File: config.mk
export PLATFORM = sky130hd
export DESIGN_NAME = icache_response
export DESIGN_NICKNAME = d
export VERILOG_FILES = /design/src/logic/icache_response.sv
export VERILOG_INCLUDE_DIRS = /design/src /design/src/logic
export SDC_FILE = /design/constraint.sdc
export NUM_CORES = 1
export LEC_CHECK = 0
export BUFFER_PORTS_ARGS = -buffer_cell sky130_fd_sc_hd__clkbuf_2
export CAP_MARGIN = 15
export CORE_AREA = 10 10 206 208
export DETAILED_ROUTE_END_ITERATION = 10
export DIE_AREA = 0 0 216 218
export PLACE_DENSITY = 0.39
export SETUP_SLACK_MARGIN = 0.2
export SYNTH_ARGS = -nofsm -noshare
export SYNTH_HDL_FRONTEND = slang
export SYNTH_SLANG_ARGS = --single-unit
File: constraint.sdc
create_clock -name clk -period 2.2 [get_ports clk]
set_input_delay 0.44 -clock clk [delete_from_list [all_inputs] [get_ports clk]]
set_output_delay 0.44 -clock clk [all_outputs]
set_load 0.02 [all_outputs]
File: src/logic/icache_macros.svh
`ifndef ICACHE_MACROS_SVH
`define ICACHE_MACROS_SVH

// cache geometry
`define ICACHE_WAYS 4
`define ICACHE_SETS 64

// address split for a 64-bit fetch address
// 2 byte bits + 2 word bits + 6 index bits leaves 54 tag bits
`define ICACHE_INDEX_W 6
`define ICACHE_TAG_W 54

// one line is four 32-bit words, refilled as a four-beat burst
`define ICACHE_BEATS 4
`define ICACHE_LINE_W 128

`endif

File: src/logic/icache_response.sv
`timescale 1ns/1ns
`include "icache_macros.svh"

module icache_response (
	input  logic                      clk,
	input  logic                      rst,
	input  logic                      flush,
	input  logic                      accept,
	input  logic [`ICACHE_WAYS-1:0]   way_hit,
	input  logic [1:0]                word,
	input  logic [`ICACHE_LINE_W-1:0] bank0_rdata,
	input  logic [`ICACHE_LINE_W-1:0] bank1_rdata,
	input  logic [`ICACHE_LINE_W-1:0] bank2_rdata,
	input  logic [`ICACHE_LINE_W-1:0] bank3_rdata,
	output logic [31:0]               inst,
	output logic                      ready
);

	logic [`ICACHE_WAYS-1:0]   way_q;
	logic [1:0]                word_q;
	logic [`ICACHE_LINE_W-1:0] line_sel;

	// ready pulses once per accepted lookup, flush drops a pending one
	always_ff @(posedge clk) begin
		if (rst || flush) begin
			way_q <= '0;
			ready <= 1'b0;
		end else begin
			way_q <= accept ? way_hit : '0;
			ready <= accept;
		end
	end

	// word offset travels alongside the bank read
	always_ff @(posedge clk) begin
		if (accept) begin
			word_q <= word;
		end
	end

	// pick the line from the way that hit, zero when none did
	always_comb begin
		case (way_q)
			4'b0001: line_sel = bank0_rdata;
			4'b0010: line_sel = bank1_rdata;
			4'b0100: line_sel = bank2_rdata;
			4'b1000: line_sel = bank3_rdata;
			default: line_sel = '0;
		endcase
	end

	assign inst = line_sel[word_q*32 +: 32];

endmodule

==> results.md <==
- The flow ran to the end, but the final reports show violations.
- The final reports fail on negative setup slack.
- The number of vias after detailed routing is 8889.
- The count of endpoints failing hold in the final timing report is 0.
- For this run, the post-layout net count is 1825.
- Setup violations remaining at the end of the flow were counted as 32.
- The mean instance size in the synthesized netlist is 7.64 µm².
- TritonCTS built the clock tree.
- The hold-fix buffer count after cts is 0.
- The die is 218 µm tall.
- The post-route antenna net violation count is 0.
- After layout, the worst setup slack is -0.474 ns.
- The placed instances occupy a cell area of 0.00941 mm².
- The final estimated routing congestion in global placement is 0.899.
- The netlist uses 29 different library cells.
- After floorplanning, the core was sized to cover 0.0383 mm².
- The synthesized-area fraction occupied by ao, oa, aoi and oai cells is 0.601.
- The share of the Yosys chip area taken by registers is 0.0322.
- Detailed placement finished with a half-perimeter wire length of 42000 µm.
- 555 I/O pins were placed.
- The analysis attributes to cell leakage a power of 5.76 nW.
- After synthesis, the largest family of logic cells by area is compound AO/OA/AOI/OAI gates.
- The top fanout value on the critical path is 8.
- The slew of the pin with the lowest slew margin is 0.634 ns.
- The share of synthesized cell area in and, or, nand and nor gates is 0.257.
- The row count is 72.
- The H-tree depth is 1.
- Of the post-synthesis cell area, the part taken by muxes is 0.
- The most frequent standard cell in the layout excluding fill and tap cells is clkbuf_2.
- Of the cells placed in the final design, the portion with a size suffix greater than 1 is 0.719.
- The finished cells cover 0.0115 mm².
- The gate count of the mapped netlist is 651.
- The sort of element at the end of the critical path is an output pin.
- Compared with the post-synthesis result, the final layout area differs by 132%.
- The number of global-route vias before repair is 9570.
- Buffers inserted during clock tree synthesis total 3.
- The total global routing overflow is 0.
- The tree built by TritonCTS fans out to 7 sinks.
- The number of antenna violations at the first check in global routing is 4.
- The worst endpoint data arrival time is 2.23 ns.
- Synthesis produced a netlist with a net count of 1173.
- The reported max-cap violation count is 0.
- The number of stages on the worst hold path is 1.
- The root buffer cell chosen for the clock tree is clkbuf_16.
- The count of buffers added on input and output ports is 554.
- After clock tree synthesis, the clock-pin slew on the worst setup and hold paths is 0.04 ns.
- In this run the cell area of the synthesized design comes to 0.00497 mm².
- The xor and xnor area share after synthesis is 0.
- Dividing the detail-routed via count by the number of cells gives 4.88.
- The end point of the worst hold path is word_q[1].
- The fraction of the core area covered by cells at the end of the flow is 0.301.
- Synthesis inferred 7 register bits.
- The worst min-delay path startpoint is word[1].
- Based on the critical path, the design can be clocked at up to 0.374 GHz.
- The first global-routing pass estimated 70100 µm of wire.
- Setup repair after global routing could not meet its margin everywhere.
- The initial core utilization is 0.130.
- The starting DRC count in detailed routing is 580.
- For this block, the routed nets add up to 51900 µm of wire.
- The worst setup path is launched from a flip-flop.
- The number of placed instances with taps included is 1766.
- IR analysis of the VDD net gives a maximum drop of 141 µV.
- Dividing total power by cell area gives a power density of 216 mW/mm².
- The required time at the worst-slack endpoint is 1.76 ns.
- During synthesis, Yosys emitted a total of 0 warnings.
- The share of synthesized cell area in full adder, half adder and majority cells is 0.
- Entering global routing, the biggest net connects 47 pins.
- In this run the worst hold path is classified as input port to flip-flop.
- After the flow finishes, the layout carries non-filler instances totaling 1821.
- The worst pin sits at a relative slew slack of 0.576.
- The max-slew violation count is 0.
- The part of the cycle the worst path needs is 1.22.
- The clock passes through at most 2 buffers.
- The length of the first detailed-routing pass in iterations is 5.
- Leaving out fill and tap cells, the most frequent cells in the layout are clkbuf_2 (522), and3b_1 (128), buf_4 (111).
- The time the final worst path needs with I/O delays and setup is 2.67 ns.
- The residual DRC count is 0.
- The floorplan die area is 0.0471 mm².
- The critical path is of the flip-flop to output pin type.
- The global routing usage summed across all routing layers is 0.200.
- The die outline width is 216 µm.
- The final routed wire length divided by cell count is 28.5 µm.
- Prior to clock tree synthesis, the placed netlist has a worst setup slack of -0.485 ns.
cell families (layout without fill, tap and decap cells):
group / count (synthesis) / after routing
other cells: 0 / 1
compound gates: 388 / 388
simple gates: 147 / 147
flops: 7 / 7
buf+inv: 109 / 760
metal layers:
metal,up-vias,global-route usage,routed length (µm)
li1,4119,-,-
met1,4274,0.256,22600
met2,441,0.340,24300
met3,49,0.0483,3950
met4,6,0.0296,925
met5,-,0,46
worst max path at each step:
| stage | end | start | slack (ns) |
|---|---|---|---|
| 6_report | inst[14] | way_q[3] | -0.47 |
| 5_1_grt | inst[14] | way_q[3] | -0.56 |
| 3_3_place_gp | inst[0] | way_q[3] | -0.43 |
| 4_1_cts | inst[0] | word_q[0] | -0.46 |
| 2_1_floorplan | inst[7] | way_q[3] | 0.17 |
| 3_5_place_dp | inst[16] | way_q[1] | -0.48 |
registers in the layout (all words and copies together), names as in the netlist:
| register | cells |
|---|---|
| word_q | 2 |
| way_q | 4 |
| ready | 1 |
final cells by class:
class	instances	area [µm²]
multi-input combinational	535	5130
inverter	3	17.5
tap	518	648
fill	4198	26800
antenna	1	2.50
clock buffer	4	78.8
timing repair buffer	753	5470
sequential	7	175
cells in the mapped netlist (all sizes together):
master  instances  area [µm²]
a211o           1        8.76
a21boi          1        11.3
a21oi           1        8.76
a221oi        127        1240
a22oi          95         713
a32o           32         320
a32oi           1        8.76
and2            4        25.0
and3b         128        1120
buf            49         319
clkbuf         57         214
dfxtp           5         100
edfxtp          2        60.1
inv             3        11.3
nand3b          2        15.0
nor2            3        11.3
nor2b           4        25.0
nor3b           1        7.51
nor4b           3        62.6
o21ai         129         646
o311ai          1        26.3
or2             2        12.5
critical path, stage by stage (launching register included):
cell and delay (ns):
dfxtp_4 0.38, buf_6 0.13, nor4b_4 0.30, buf_6 0.16, buf_12 0.15, buf_12 0.14
a221oi_2 0.06, a22oi_1 0.19, buf_4 0.19, a32o_2 0.17, buf_8 0.12
report_power, final:
group          total, mW  internal (mW)  leakage [nW]  switching [mW]
registers          0.145          0.136        0.0634         0.00892
clock network      0.314          0.242        0.0382          0.0724
logic               2.03           1.04          5.66           0.985
what timing repair did:
action                                 in CTS  in global routing
setup endpoints to repair                  32                 32
resized for setup                         250                 92
cloned                                     12                  5
buffers inserted                           18                 15
endpoints found under the hold margin       0                  0
pin swaps                                  41                 51
through the flow:
| step | TNS (ns) | hold WS [ns] | power (mW) |
|---|---|---|---|
| final | -12.78 | 0.383 | 2.48 |
| after floorplan | 0 | 0.539 | 0.722 |
| after detailed placement | -10.17 | 0.619 | 1.79 |
| after global placement | -9.02 | 0.624 | 1.79 |
| after global routing | -15.13 | 0.388 | 2.63 |
| after CTS | -12.58 | 0.381 | 2.38 |
Note: power is estimated with default switching activity, not from simulation.
