**src/logic/icache_macros.svh**
```systemverilog
`ifndef ICACHE_MACROS_SVH
`define ICACHE_MACROS_SVH

// cache geometry
`define ICACHE_WAYS 4
`define ICACHE_SETS 64

// address split for a 64-bit fetch address
// 2 byte bits + 2 word bits + 6 index bits leaves 54 tag bits
`define ICACHE_INDEX_W 6
`define ICACHE_TAG_W 54

// one line is four 32-bit words, refilled as a four-beat burst
`define ICACHE_BEATS 4
`define ICACHE_LINE_W 128

`endif

```
**src/logic/icache_pkg.sv**
```systemverilog
package icache_pkg;

	`include "icache_macros.svh"

	// fetch address, seen either as cache fields or as line number plus offset
	typedef union packed {
		// lookup view used by the tag store and the response stage
		struct packed {
			logic [`ICACHE_TAG_W-1:0]   tag;
			logic [`ICACHE_INDEX_W-1:0] index;
			logic [1:0]                 word;
			logic [1:0]                 byte_sel;
		} fld;
		// burst view, offset is dropped to get the aligned line address
		struct packed {
			logic [59:0] line;
			logic [3:0]  offset;
		} ln;
	} fetch_addr_u;

endpackage

```
**src/logic/icache_refill.sv**
```systemverilog
`timescale 1ns/1ns
`include "icache_macros.svh"

module icache_refill
	import icache_pkg::*;
(
	input  logic                      clk,
	input  logic                      rst,
	input  fetch_addr_u               addr,
	input  logic                      valid,
	input  logic                      hit,
	input  logic [`ICACHE_WAYS-1:0]   way_hit,
	input  logic [`ICACHE_WAYS-1:0]   victim,
	input  logic                      arready,
	input  logic [31:0]               rdata,
	input  logic                      rvalid,
	input  logic                      rlast,
	output logic [31:0]               araddr,
	output logic                      arvalid,
	output logic                      busy,
	output logic                      fill_done,
	output logic [`ICACHE_WAYS-1:0]   fill_way,
	output logic [`ICACHE_WAYS-1:0]   bank_en,
	output logic                      bank_we,
	output logic [`ICACHE_BEATS-1:0]  lane_we,
	output logic [`ICACHE_LINE_W-1:0] wdata
);

	localparam logic ST_IDLE   = 1'b0;
	localparam logic ST_REFILL = 1'b1;

	logic                     state;
	logic [`ICACHE_BEATS-1:0] beat;

	assign busy = (state == ST_REFILL);

	// request goes out in the same cycle as the miss, held until arready
	assign arvalid = !busy && valid && !hit;
	assign araddr  = {addr.ln.line[27:0], 4'h0};

	always_ff @(posedge clk) begin
		if (rst) begin
			state <= ST_IDLE;
			beat  <= `ICACHE_BEATS'(1);
		end else if (state == ST_IDLE) begin
			if (arvalid && arready) begin
				state <= ST_REFILL;
				beat  <= `ICACHE_BEATS'(1);
			end
		end else if (rvalid) begin
			// one lane per beat, gaps just hold the counter
			beat <= {beat[`ICACHE_BEATS-2:0], beat[`ICACHE_BEATS-1]};
			if (rlast) begin
				state <= ST_IDLE;
			end
		end
	end

	// victim sampled at the handshake, the rotor keeps moving until then
	always_ff @(posedge clk) begin
		if (arvalid && arready) begin
			fill_way <= victim;
		end
	end

	assign fill_done = busy && rvalid && rlast;
	assign bank_we   = busy && rvalid;
	assign lane_we   = beat & {`ICACHE_BEATS{bank_we}};

	// lookup read of the hitting way when idle, victim write during refill
	assign bank_en = busy ? (fill_way & {`ICACHE_WAYS{rvalid}})
		: (way_hit & {`ICACHE_WAYS{valid}});

	// beat data placed in the counted lane only
	genvar l;
	for (l = 0; l < `ICACHE_BEATS; l++) begin : g_lane
		assign wdata[l*32 +: 32] = beat[l] ? rdata : 32'h0;
	end

endmodule

```
**config.mk**
```make
export PLATFORM = sky130hd
export DESIGN_NAME = icache_refill
export DESIGN_NICKNAME = d
export VERILOG_FILES = /design/src/logic/icache_pkg.sv /design/src/logic/icache_refill.sv
export VERILOG_INCLUDE_DIRS = /design/src /design/src/logic
export SDC_FILE = /design/constraint.sdc
export NUM_CORES = 1
export LEC_CHECK = 0
export BUFFER_PORTS_ARGS = -buffer_cell sky130_fd_sc_hd__buf_2
export CAP_MARGIN = 20
export CELL_PAD_IN_SITES_DETAIL_PLACEMENT = 1
export CELL_PAD_IN_SITES_GLOBAL_PLACEMENT = 2
export CORE_ASPECT_RATIO = 1.75
export CORE_MARGIN = 2
export CORE_UTILIZATION = 10
export DETAILED_ROUTE_END_ITERATION = 7
export PLACE_DENSITY = 0.94
export SYNTH_ARGS = -nofsm -noshare
export SYNTH_HDL_FRONTEND = slang
export SYNTH_SLANG_ARGS = --single-unit
```
**constraint.sdc**
```tcl
create_clock -name clk -period 1.1 [get_ports clk]
set_input_delay 0.055 -clock clk [delete_from_list [all_inputs] [get_ports clk]]
set_output_delay 0.055 -clock clk [all_outputs]
set_load 0.02 [all_outputs]
```
==> flow_summary.yaml <==
worst_setup_path:
  critPathMaxStageDelay_ns: 0.39
  cp_data_arrival_time_ns: 1.09
  path_max_fanout: 15
  worstPathCellList: "buf_12 > and2_1 > buf_4"
  crit_required_ns: 1.04
  endpoint_kind: "primary output"
  crit_slowest_cell: "dfxtp_4"
  critPathKind: "register to primary output"
  start_kind: "register"
  path_buf_inv: 2
  critPathTopFamily: "flip-flops"
power:
  total_power_mw: 1.741
  switchingPower_mw: 0.5305
  clockPowerShare_pct: 36.1
  p_comb_share_pct: 43.1
  switching_share_pct: 30.47
  p_per_area_nw_per_um2: 495.8
  seqPwrFrac_pct: 20.8
  leakage_nw: 1.782
  internal_power_mw: 1.210
  ir_worst_vdd_uv: 496.1
route:
  drt_iter0_markers: 22
  vias: 2019
  drcViolationCount: 0
  totalWireLength_um: 8016
  drtPass1Iterations: 3
  ant_nets: 0
  vias_per_cell: 3.638
  routedWlPerCell_um: 14.44
finish:
  finalCoreUtilization_pct: 23.66
  nFillCells: 1745
  syn_to_final_growth_pct: 131.5
  drive_gt1_share_pct: 68.28
  antennaDiodeCount: 0
  finalNetCount: 484
  final_cells: 555
placement:
  port_buffers: 190
  dp_cells: 548
  place_congestion: 0.7328
  hpwlAfterDp_um: 5729
  pre_cts_slack_ns: 0.002842
synthesis:
  ys_top_cells_by_count: "and2_1, buf_4, clkbuf_1, and3_1, dfxtp_1"
  avgSynthCellArea_sq_um: 7.291
  yosys-top-cells-area: "and2_1, buf_4, edfxtp_1, dfxtp_1, clkbuf_1"
  synthArstFlopShare_pct: 0
  yosysMostFrequentCell: "and2_1"
  yosysUniqueCellTypes: 20
  netlist.area_leader.share_pct: 52.81
  synth-edff-count: 4
  ys_seq_elements: 9
  yosysSeqAreaShare_pct: 14.52
  synth_area_leader_cell: "and2_1"
  ys.flop_type: "dfxtp_1"
  synth_area_sq_um: 1516
  ys.warnings.count: 0
  synth_cells: 208
grt:
  grt_pass1_wl_um: 10360
  gr-total-overflow: 0
  antenna_found_initial: 0
  track_usage_pct: 7.825
  first_global_vias: 1955
  grt_max_degree: 21
job:
  max_cap_viol_count: 0
timing:
  fin_crit_sh_pct: 103.8
  hold_viol: 0
  drv_slew: 0
  finalCriticalPeriod_ns: 1.142
  fmax_mhz: 875.6
  rsz0062_at_grt: "yes"
  layout_setup_ws_ns: -0.04211
  setup_viol: 14
  fin_worst_skew_ns: 0.0002841
floorplanning:
  die_x_um: 97.09
  die_h_um: 166.9
  die_area_sq_um: 16200
  initial_core_util_pct: 10.22
  core_sq_um: 14840
  ios: 287
  num_rows: 59
clocking:
  cts.htree.levels: 1
  post_cts_buffers: 0
  root_buffer: "clkbuf_16"
  clock-sinks: 9
  cts_made_buffers: 3
  cts_tree: "built"
  insertion_delay_ns: 0.23
  path_clk_slew_ns: 0.04
  clk_path_buf_depth: 2
outcome:
  violations: "setup timing"
  status: "finished with violations"
hold_path:
  hold_class: "input port to register"
[cell families after synthesis]
| group | share of synthesized area (%) |
|---|---|
| DFF | 14.52 |
| buffers and inverters | 20.79 |
| AOI/OAI and AO/OA | 6.435 |
| other | 0.2473 |
| and+or+nand+nor | 58.00 |
[worst register-to-register path: stages (launching register included)]
cell and delay [ns]:
dfxtp_2 0.33, nand4bb_2 0.31, inv_2 0.16
[registers in the layout, summed over array words and instances, names as in the netlist]
name / cells
beat: 4
fill_way: 4
busy: 1
[layout make-up]
type	count	area (sq um)	area share (%)
well taps	183	229.0	6.522
inverters	3	11.26	0.3207
clock buffers	4	78.83	2.245
flip-flops and latches	9	236.5	6.736
multi-input cells	153	1095	31.18
repair buffers	203	1861	52.99
[metal layers]
metal,share of wire [%],GRT usage (%)
met1,30,7.514
met2,60,16.12
met3,6.0,0.5875
met4,4.4,3.858
met5,0,0
[cell usage in the layout, fill, tap and decap left out, types with 3 or more instances in the layout]
master and count:
buf_2 54, buf_12 8, edfxtp_1 4, a22o_1 4, and2_4 39, clkbuf_16 4
a32o_1 3, and3_1 5, conb_1 4, buf_4 45, dfxtp_4 4, and2_1 90
buf_6 93
[what timing repair did]
item	in CTS	in global routing
cloned	0	1
hold buffers	2	0
endpoints found under the hold margin	2	0
pin swaps	4	1
resized for setup	37	240
endpoints found under the setup margin	142	142
[stage by stage]
| stage | hold WS (ns) | instance area, sq um | setup TNS, ns |
|---|---|---|---|
| 2_1_floorplan | 0.1241 | 1533 | 0 |
| 3_3_place_gp | 0.1101 | 2584 | 0 |
| 3_5_place_dp | 0.1101 | 2584 | 0 |
| 4_1_cts | 0.001536 | 2774 | -0.1083 |
| 5_1_grt | 0.0002663 | 3511 | -2.824 |
| 6_report | 0.002877 | 3511 | -0.1763 |
[final timing paths]
path                   from           to  slack (ns)  cells past startpoint
setup / recovery    beat[0]    wdata[14]       -0.04                      3
hold / removal    victim[1]  fill_way[1]       0.003                      1
setup reg to reg       busy  fill_way[2]        0.01                      2
hold reg to reg     beat[3]      beat[0]        0.64                      3
[power groups by stage]
stage	sequential, mW	clock (mW)	combinational, mW
2_1_floorplan	0.379	0	0.444
4_1_cts	0.361	0.638	0.596
3_3_place_gp	0.373	0	0.559
5_1_grt	0.364	0.673	0.795
6_report	0.362	0.628	0.751
3_5_place_dp	0.373	0	0.565
Note: power is estimated with default switching activity, not from simulation.
